--- src/design/l2_cache_pkg.sv ---
// ~~~~~~~~~~~~~~~~~~~~~~~~~~~~~~~~~~~~~~~~~~~~~~~~~~~~~~~~~~
// l2 cache shared definitions.
// widths, geometry and controller states.
// ~~~~~~~~~~~~~~~~~~~~~~~~~~~~~~~~~~~~~~~~~~~~~~~~~~~~~~~~~~

`default_nettype none

package l2_cache_pkg;

    // ~~~~~~~~~~~~~~~~~~~~~~~~~~~~~~~~~~~~~~~~~~~~~~~~~~~~~~~~~~
    // geometry
    // ~~~~~~~~~~~~~~~~~~~~~~~~~~~~~~~~~~~~~~~~~~~~~~~~~~~~~~~~~~

    localparam int LINE_OFFSET_W = 5;   // 32 byte lines.
    localparam int NUM_SETS      = 8;
    localparam int NUM_WAYS      = 4;

    // ~~~~~~~~~~~~~~~~~~~~~~~~~~~~~~~~~~~~~~~~~~~~~~~~~~~~~~~~~~
    // vector types
    // ~~~~~~~~~~~~~~~~~~~~~~~~~~~~~~~~~~~~~~~~~~~~~~~~~~~~~~~~~~

    typedef logic [31:0]  addr_t;      // byte address.
    typedef logic [255:0] line_t;      // one full line.
    typedef logic [23:0]  tag_t;       // address bits 31 to 8.
    typedef logic [2:0]   index_t;     // address bits 7 to 5.
    typedef logic [1:0]   way_t;
    typedef logic [2:0]   plru_t;      // tree bits of one set.

    // ~~~~~~~~~~~~~~~~~~~~~~~~~~~~~~~~~~~~~~~~~~~~~~~~~~~~~~~~~~
    // controller states
    // ~~~~~~~~~~~~~~~~~~~~~~~~~~~~~~~~~~~~~~~~~~~~~~~~~~~~~~~~~~

    typedef enum logic [2:0] {
        S_IDLE,     // waiting for a request.
        S_LOOKUP,   // tag compare.
        S_EVICT,    // victim into the buffer.
        S_DRAIN,    // buffer write-back.
        S_FILL,     // refill read.
        S_RESP      // respond upstream.
    } ctrl_state_t;

endpackage

`default_nettype wire
--- src/design/l2_cache_tag_array.sv ---
// ~~~~~~~~~~~~~~~~~~~~~~~~~~~~~~~~~~~~~~~~~~~~~~~~~~~~~~~~~~
// l2 cache tag store.
// tag, valid and dirty per way, hit and victim lookup.
// ~~~~~~~~~~~~~~~~~~~~~~~~~~~~~~~~~~~~~~~~~~~~~~~~~~~~~~~~~~

`default_nettype none
`timescale 1ns/100ps

module l2_cache_tag_array (
    input  logic                                clk_i,
    input  logic                                rst_i,
    input  logic                                load_i,
    input  logic                                set_dirty_i,
    input  l2_cache_pkg::addr_t                 addr_i,
    input  l2_cache_pkg::way_t                  way_i,
    input  l2_cache_pkg::way_t                  victim_way_i,
    output logic                                hit_o,
    output l2_cache_pkg::way_t                  hit_way_o,
    output logic                                victim_valid_o,
    output logic                                victim_dirty_o,
    output l2_cache_pkg::tag_t                  victim_tag_o,
    output logic [l2_cache_pkg::NUM_WAYS-1:0]   valid_o
);

    l2_cache_pkg::tag_t                tags_q  [l2_cache_pkg::NUM_SETS][l2_cache_pkg::NUM_WAYS];
    logic [l2_cache_pkg::NUM_WAYS-1:0] valid_q [l2_cache_pkg::NUM_SETS];
    logic [l2_cache_pkg::NUM_WAYS-1:0] dirty_q [l2_cache_pkg::NUM_SETS];
    l2_cache_pkg::index_t              index;
    l2_cache_pkg::tag_t                tag;
    logic [l2_cache_pkg::NUM_WAYS-1:0] way_hits;

    assign index = addr_i[l2_cache_pkg::LINE_OFFSET_W +: $bits(l2_cache_pkg::index_t)];
    assign tag   = addr_i[$bits(l2_cache_pkg::addr_t)-1 -: $bits(l2_cache_pkg::tag_t)];

    always_ff @(posedge clk_i) begin
        if (rst_i) begin
            for (int s = 0; s < l2_cache_pkg::NUM_SETS; s++) begin
                valid_q[s] <= '0;
                dirty_q[s] <= '0;
            end
        end else if (load_i) begin
            valid_q[index][way_i] <= 1'b1;
            dirty_q[index][way_i] <= set_dirty_i;
        end
    end

    always_ff @(posedge clk_i) begin
        if (load_i) tags_q[index][way_i] <= tag;
    end

    // compare all ways of the set.
    always_comb begin
        hit_way_o = '0;
        for (int w = 0; w < l2_cache_pkg::NUM_WAYS; w++) begin
            way_hits[w] = valid_q[index][w] && (tags_q[index][w] == tag);
            if (way_hits[w]) hit_way_o = l2_cache_pkg::way_t'(w);
        end
    end

    assign hit_o          = |way_hits;
    assign valid_o        = valid_q[index];
    assign victim_valid_o = valid_q[index][victim_way_i];
    assign victim_dirty_o = dirty_q[index][victim_way_i];
    assign victim_tag_o   = tags_q[index][victim_way_i];   // for the eviction address.

endmodule

`default_nettype wire

--- config.mk ---
export PLATFORM = sky130hd
export DESIGN_NAME = l2_cache_tag_array
export DESIGN_NICKNAME = d
export VERILOG_FILES = /design/src/design/l2_cache_pkg.sv /design/src/design/l2_cache_tag_array.sv
export SDC_FILE = /design/constraint.sdc
export NUM_CORES = 1
export LEC_CHECK = 0
export ABC_AREA = 1
export BUFFER_PORTS_ARGS = -buffer_cell sky130_fd_sc_hd__buf_2
export CELL_PAD_IN_SITES_DETAIL_PLACEMENT = 0
export CELL_PAD_IN_SITES_GLOBAL_PLACEMENT = 1
export CORE_ASPECT_RATIO = 0.8
export CORE_MARGIN = 8
export CORE_UTILIZATION = 54
export DETAILED_ROUTE_END_ITERATION = 7
export HOLD_SLACK_MARGIN = 0.08
export PLACE_DENSITY_LB_ADDON = 0.25
export SETUP_SLACK_MARGIN = 0.05
export SYNTH_ARGS = -nofsm -noshare
export SYNTH_HDL_FRONTEND = slang
export SYNTH_SLANG_ARGS = --single-unit
--- constraint.sdc ---
create_clock -name clk_i -period 6.3 [get_ports clk_i]
set_input_delay 0.945 -clock clk_i [delete_from_list [all_inputs] [get_ports clk_i]]
set_output_delay 0.945 -clock clk_i [all_outputs]
set_load 0.01 [all_outputs]
**After elaboration in Yosys (flattened, before gate mapping)**

Memories as Yosys holds them, arrays and structs flattened.
Index checks and enable logic that the tools add are counted.

- Memories kept: 3
- Memory bits (writable): 832
- Logic and storage cells: 50
- Input bits: 40
- Register bits: 0

Memories:

| memory | depth | width | rd ports | clocked after Yosys merged registers in | wr ports | line | source |
|---|---|---|---|---|---|---|---|
| tags_q | 8 | 96 | 1 | 0 | 1 | l2_cache_tag_array.sv:25 | `l2_cache_pkg::tag_t tags_q [l2_cache_pkg::NUM_SETS][l2_cache_pkg::NUM_WAYS];` |
| dirty_q | 8 | 4 | 1 | 0 | 8 | l2_cache_tag_array.sv:27 | `logic [l2_cache_pkg::NUM_WAYS-1:0] dirty_q [l2_cache_pkg::NUM_SETS];` |
| valid_q | 8 | 4 | 1 | 0 | 8 | l2_cache_tag_array.sv:26 | `logic [l2_cache_pkg::NUM_WAYS-1:0] valid_q [l2_cache_pkg::NUM_SETS];` |

- Order comparisons: 6
- Bitwise operators: 2
- Multiplexer cells: 26
- Eq/ne operators: 4
- Reductions and logical operators: 9

Operators by type and width:

| cell | number |
|---|---|
| equality test 24 bit | 4 |
| two-way mux 96 bit | 1 |
| two-way mux 24 bit | 3 |
| binary-select mux 24 bit (select 2 bit) | 1 |
| demux 24 bit (select 2 bit) | 1 |
| two-way mux 4 bit | 5 |
| OR reduction 4 bit | 3 |
| two-way mux 1 bit | 8 |
| >= comparator 3 bit (second input constant) | 2 |
| logical AND 1 bit | 6 |
| < comparator 2 x 3 -> 1 bit (second input constant) | 2 |
| two-way mux 3 bit | 2 |
| NOT 2 -> 3 bit | 2 |
| binary-select mux 1 bit (select 2 bit) | 2 |
| two-way mux 2 bit | 2 |
| < comparator 3 x 1 -> 1 bit (second input constant) | 1 |
| demux 1 bit (select 2 bit) | 1 |
| >= comparator 2 x 1 -> 1 bit (second input constant) | 1 |

**Depth between registers and ports, before layout**

Gate-level depths: netlist of run 1.

- Depth in word-level cells: 7
- Gate-level depth with buffers: 19
- Gate-level depth less buffers: 17

**Worst setup path before layout of run 1**

No wires, ideal clock.

- Path type: input -> register
- Start: in addr_i[7]
- End: mem dirty_q[4][0] (netlist bit), enable pin
- Buffers on the path: 3
- Data required time: 6.004 ns
- Library setup time: 0.296 ns
- Data arrival time: 3.120 ns
- Path slack: 2.884 ns
- Stages: 9
- Cells stage by stage: buf_4 > inv_4 > nor2_4 > buf_6 > buf_4 > nand2_1 > nor2_1 > inv_1 > nand2_1

RTL lines:

| item | line | source |
|---|---|---|
| start: declaration | l2_cache_tag_array.sv:14 | `input l2_cache_pkg::addr_t addr_i,` |
| end: declaration | l2_cache_tag_array.sv:27 |  |

**Final worst setup path of run 1**

- Start: in addr_i[7]
- End: out hit_o

- Cells in the longest elaborated chain, start to end: 4
- Elaborated cells on any way between the ends: 11
- Classes of those cells: 4 x eq/ne; 5 x reduce/logical; 2 x memory

Ends and longest elaborated chain:

| item | line | source |
|---|---|---|
| memory (8 x 96 bit) | - |  |
| equality test 24 bit | l2_cache_tag_array.sv:55 | `way_hits[w] = valid_q[index][w] && (tags_q[index][w] == tag);` |
| logical AND 1 bit | l2_cache_tag_array.sv:55 |  |
| OR reduction 4 bit (*) | l2_cache_tag_array.sv:60 | `assign hit_o = \|way_hits;` |
| end: declaration | l2_cache_tag_array.sv:17 | `output logic hit_o,` |

Mark *: on every way between the ends. The rest lies on a longest branch, timed or not.

==> impl_metrics.toml, run 1 <==
[setup_path]
worst_setup_path_end_kind = "output port"
reg2reg_slack_ps = 5700
cp_data_arrival_time_ps = 4210
path_class = "input pin to output port"
cp-start-kind = "input pin"
crit_fanout = 19
required_ps = 5350

[detailed_routing]
drc_errors = 0
drt_wl_total_mm = 106
vias_per_cell = 5.27
dr.first_iter.drc_count = 2882
drtPass1Iterations = 6
wl_per_cell_um = 21.6
detail-route-antenna-nets = 0
vias = 26000

[timing]
finalSetupTns_ps = 0
max_freq_mhz = 194
setup_ws_ps = 1140
drv_slew = 0
min_period_ps = 5160
setup_viol = 0
rsz0062_at_grt = "no"
tightest_slew_ps = 1140
timing.final.hold_violations = 0
skew_ps = 0
finalCritPeriodShare_pct = 81.9
relSlewSlack_pct = 23.7

[hold_path]
hold_class = "flop to flop"

[clock_tree]
cts_tree = "built"
cts_setup_buffers = 0
ctsHoldBuffers = 0
htree_levels = 3
cts_buffers = 84
cts_root_buffer = "clkbuf_16"
clk_pin_slew_ps = 60
clk_latency_ps = 630
cts_buffer_depth = 3
clkSinkCount = 832
cts_resized = 0

[power_and_ir_drop]
power_density_mw_per_mm2 = 288
max-vdd-ir-drop_mv = 0.252
swShare_pct = 23.4
p_int_mw = 9.17
power_frac_seq_pct = 51.4
p_comb_share_pct = 7.6
p_switching_mw = 2.80
pwr-share-clk_pct = 41.0
power_leakage_nw = 17.7

[synthesis]
seq_area_frac_synth_pct = 65.8
ys_ff_latch = 832
syn_inst = 3867
yosys_warnings = 0
synth.cell_area_mm2 = 0.0375
syn_nets = 3907
synth.distinct_cells = 33
syn_area_per_cell_um2 = 9.69

[die]
start_util_pct = 54.5
die-height_um = 252
pin_count = 73
die_width_um = 310
dieArea_mm2 = 0.0781
coreArea_mm2 = 0.0688
rows = 86

[layout]
nNetsFinal = 3967
multiInputGateArea_mm2 = 0.00978
synthToLayoutAreaGrowth_pct = 11.1
ff_latch_area_mm2 = 0.0247
fin_cells = 4921
drive_gt1_share_pct = 7.93
fillers = 5698

[place]
numPlacedInstances = 4765
globalplace.congestion = 0.842
dpl_worst_slack_ps = 1220
portBuffers = 67
hpwl_mm = 61.5

[run_status]
status = "finished clean"

[global_routing]
antenna_found_initial = 7
grt_pass1_vias = 23700
grt_max_degree = 137
grt_pass1_wl_mm = 155
grt.total_usage_pct = 27.0
grt_overflow_total = 0

[job]
drv_cap = 0
## layout by cell type, fill, tap and decap left out, types with 11 or more instances in the layout
master and instances:
a21oi_1 42, a32o_1 11, buf_2 66, buf_4 61
clkbuf_1 17, clkbuf_16 87, clkinv_1 18, clkinv_2 14
dfxtp_1 32, edfxtp_1 800, inv_1 611, nand2_1 1327
nand3_1 275, nor2_1 295, nor2_4 35, nor3_1 14
o211ai_1 41, o21ai_0 129, o21ai_1 15, or2_1 18
or2_2 14
## cell usage after synthesis (all sizes together)
master	count	area, µm²
a21oi	42	210
nor2	331	1270
a221oi	2	17.5
nand4	6	37.5
nand2	1328	4990
o311ai	3	26.3
o22ai	6	37.5
nand3	275	1380
buf	126	788
nor3	14	70.1
xor2	3	26.3
a32o	11	110
dfxtp	32	641
edfxtp	800	24000
inv	617	2320
clkbuf	37	140
o211ai	45	358
or2	35	219
o21ai	144	721
nand3b	10	75.1
## power by group through the flow
stage | clock (mW) | sequential [mW] | combinational, mW
2_1_floorplan | 0 | 6.27 | 0.534
3_3_place_gp | 0 | 6.27 | 0.895
3_5_place_dp | 0 | 6.27 | 0.902
4_1_cts | 4.96 | 6.15 | 0.906
5_1_grt | 5.16 | 6.16 | 1.00
6_report | 4.91 | 6.15 | 0.911
## layer usage
layer,wire length (µm),GRT usage (%),share of wire (%),up-vias
met4,2910,7.67,2.7,0
met3,8660,3.86,8.2,161
met5,0,0,0,-
met2,48000,41.6,45,1027
met1,46500,40.0,44,12200
li1,-,-,-,12500
## final cells by class
| cell class | instances | share of cell area, % |
|---|---|---|
| Inverter | 617 | 5.60 |
| Multi-Input combinational cell | 2255 | 23.5 |
| Clock buffer | 107 | 5.49 |
| Antenna cell | 2 | 0.0120 |
| Timing Repair Buffer | 137 | 2.36 |
| Clock inverter | 47 | 0.983 |
| Sequential cell | 832 | 59.3 |
| Tap cell | 924 | 2.78 |
## cell families (layout without fill, tap and decap cells)
| logic type | count (synthesis) | after routing | share of synthesized area (%) |
|---|---|---|---|
| AND/OR/NAND/NOR | 1999 | 1999 | 21.4 |
| flip-flops | 832 | 832 | 65.8 |
| buffers and inverters | 780 | 908 | 8.68 |
| AO/OA/AOI/OAI | 253 | 253 | 3.95 |
| XOR/XNOR | 3 | 3 | 0.0702 |
| other | 0 | 2 | 0 |
## critical path, cell delays in order
cell and delay, ps:
buf_2 500, inv_4 260, nor2_4 320, buf_12 240
buf_4 320, nand3_1 120, nand2_1 110, nor2_1 90
nand2_1 60, nand2_1 100, nor2_1 270, nand2_1 90
nor2_1 110, nand2_1 110, nor2_1 110, nor2_1 50
nand2_1 200, buf_2 190
## state kept, by name (all words and copies together), names as in the netlist
| register | count |
|---|---|
| valid_q | 32 |
| tags_q | 768 |
| dirty_q | 32 |
## metrics by stage
step | utilization (%) | power [mW] | area (µm²) | hold slack, ps
floorplan | - | 6.80 | 37500 | 427
global placement | 56.6 | 7.16 | 38900 | 438
detailed placement | 56.6 | 7.17 | 38900 | 440
CTS | 60.5 | 12.0 | 41600 | 451
global route | 60.5 | 12.3 | 41600 | 468
finish | 60.5 | 12.0 | 41600 | 450
## worst paths after layout
kind                  from       endpoint  cells after the start
min          valid_q[5][0]  valid_q[5][0]                      2
max              addr_i[7]          hit_o                     18
min reg2reg  valid_q[5][0]  valid_q[5][0]                      2
max reg2reg  valid_q[0][1]  valid_q[0][1]                      2
No activity file was read; power rests on OpenSTA's default activity.
==> run 2: changes to the inputs <==
--- a/config.mk
+++ b/config.mk
@@ -11,7 +11,7 @@
 export CELL_PAD_IN_SITES_GLOBAL_PLACEMENT = 1
 export CORE_ASPECT_RATIO = 0.8
 export CORE_MARGIN = 8
-export CORE_UTILIZATION = 54
+export CORE_UTILIZATION = 45
 export DETAILED_ROUTE_END_ITERATION = 7
 export HOLD_SLACK_MARGIN = 0.08
 export PLACE_DENSITY_LB_ADDON = 0.25
==> constraint.sdc (replaced) <==
create_clock -name clk_i -period 4.52 [get_ports clk_i]
set_input_delay 0.678 -clock clk_i [delete_from_list [all_inputs] [get_ports clk_i]]
set_output_delay 0.678 -clock clk_i [all_outputs]
set_load 0.01 [all_outputs]
==> run 2 against run 1 <==
Against the previous run: critical path depth fell by 2; clock power rose by 39%; combinational power rose by 48%; die area rose by 19%; global-route usage fell by 2.9 points; first-iteration DRC count fell by 5.5%; flip-flop and latch count did not move; via count rose by 1.1%; routed wire length rose by 7.1%; highest routed layer unchanged.
==> impl_metrics.toml, run 2 (synthesis gave the netlist of run 1 again) <==
[run_status]
status = "finished clean"

[global_routing]
grt_max_degree = 92
grt_overflow_total = 0
grt.total_usage_pct = 24.1
antenna_found_initial = 7
grt_pass1_vias = 24000
grt_pass1_wl_mm = 165

[setup_path]
path_class = "input pin to output port"
crit_family = "simple AND/OR/NAND/NOR gates"
cp_common_cell = "nand2_1"
required_ps = 3840
worst_setup_path_end_kind = "output port"
crit_fanout = 41
crit_slowest_cell = "inv_8"
cp-start-kind = "input pin"
slowest_delay_ps = 330
path_cells = "buf_8, inv_8, buf_4, nand2_1, nand3_1, nand2_1, o21ai_0, nand2_1, nor2_1, nand2_1, nor2_1, nand2_1, nor2_1, nand2_1, nand2_1, buf_2"
cp_data_arrival_time_ps = 3540
crit_buf_inv = 4

[detailed_routing]
drt-met1-wl_mm = 51.6
drtPass1Iterations = 5
wl_met2_mm = 50.9
drt_wl_total_mm = 114
wl_met3_mm = 8.33
wl_per_cell_um = 22.1
drc_errors = 0
top_layer = "met4"
dr.first_iter.drc_count = 2724
vias_per_cell = 5.11
vias = 26300
detail-route-antenna-nets = 0

[die]
start_util_pct = 45.5
coreArea_mm2 = 0.0823
dieArea_mm2 = 0.0928
rows = 94
die_width_um = 339
die-height_um = 274
pin_count = 73

[clock_tree]
clk_latency_ps = 640
ctsHoldBuffers = 0
cts_root_buffer = "clkbuf_16"
clk_pin_slew_ps = 60
cts_buffers = 85
clkSinkCount = 832
htree_levels = 3
cts_buffer_depth = 3
cts_tree = "built"
cts_setup_buffers = 0
cts_resized = 0

[layout]
final_common_cell = "nand2_1"
top_register = "tags_q"
top_regs = "tags_q (768), dirty_q (32), valid_q (32)"
nNetsFinal = 4015
multiInputGateArea_mm2 = 0.00978
final_cell_mix = "nand2_1, edfxtp_1, inv_1"
fin_cells = 5140
ff_latch_area_mm2 = 0.0247
fillers = 7416
drive_gt1_share_pct = 8.75
synthToLayoutAreaGrowth_pct = 13.3
largest_reg_flops = 768

[power_and_ir_drop]
power_density_mw_per_mm2 = 395
finalPower_mw = 16.8
power_leakage_nw = 18.0
max-vdd-ir-drop_mv = 0.417

[timing]
timing.hold.ws_ps = 423
min_period_ps = 4220
max_freq_mhz = 237
timing.final.hold_violations = 0
finalCritPeriodShare_pct = 93.3
skew_ps = 0
relSlewSlack_pct = 36.1
drv_slew = 0
setup_viol = 0
finalSetupTns_ps = 0
rsz0062_at_grt = "no"
tightest_slew_ps = 957

[job]
drv_cap = 0

[hold_path]
hold_class = "input pin to flop"

[place]
hpwl_mm = 69.6
numPlacedInstances = 4992
globalplace.congestion = 0.834
portBuffers = 67
run 2: cell types whose count changed in the layout (fill, tap and decap cells not counted), sizes merged:
cell | previous run | this run
diode | 2 | 1
clkbuf | 107 | 109
clkinv | 36 | 30
buf | 137 | 184
inv | 620 | 618
clkinvlp | 2 | 1
run 2: routing by layer:
| layer | vias to the layer above | global-route usage (%) |
|---|---|---|
| li1 | 12600 | - |
| met1 | 12500 | 35.4 |
| met2 | 942 | 37.8 |
| met3 | 171 | 3.49 |
| met4 | 0 | 6.20 |
| met5 | - | 0 |
run 2: cell type report:
cell class | count | share of cell area (%)
repair buffers | 184 | 3.91
multi-input cells | 2255 | 23.0
clock buffers | 109 | 5.42
diodes | 1 | 0.00590
clock inverters | 38 | 0.761
inverters | 617 | 5.49
well taps | 1104 | 3.25
flip-flops and latches | 832 | 58.1
run 2: through the flow:
stage	util [%]	cell area [µm²]	worst slack (ps)
6_report	51.6	42400	301
5_1_grt	51.6	42400	153
4_1_cts	51.5	42400	331
3_5_place_dp	48.4	39800	333
3_3_place_gp	48.4	39800	322
2_1_floorplan	-	37500	1370
run 2: final timing paths:
check                              startpoint             to  slack, ps  cells after the start
worst max-delay path                addr_i[5]   hit_way_o[0]        300                     16
worst min-delay path               addr_i[23]  tags_q[5][87]        420                      1
worst max register to register  valid_q[7][3]  valid_q[7][3]       3930                      2
worst min register to register  valid_q[7][1]  valid_q[7][1]        450                      2
run 2: power breakdown:
part | switching, mW | total, mW | internal [mW] | leakage (nW)
Sequential | 0.0232 | 8.57 | 8.55 | 7.48
Combinational | 0.998 | 1.35 | 0.356 | 9.26
Clock | 2.92 | 6.83 | 3.91 | 1.28
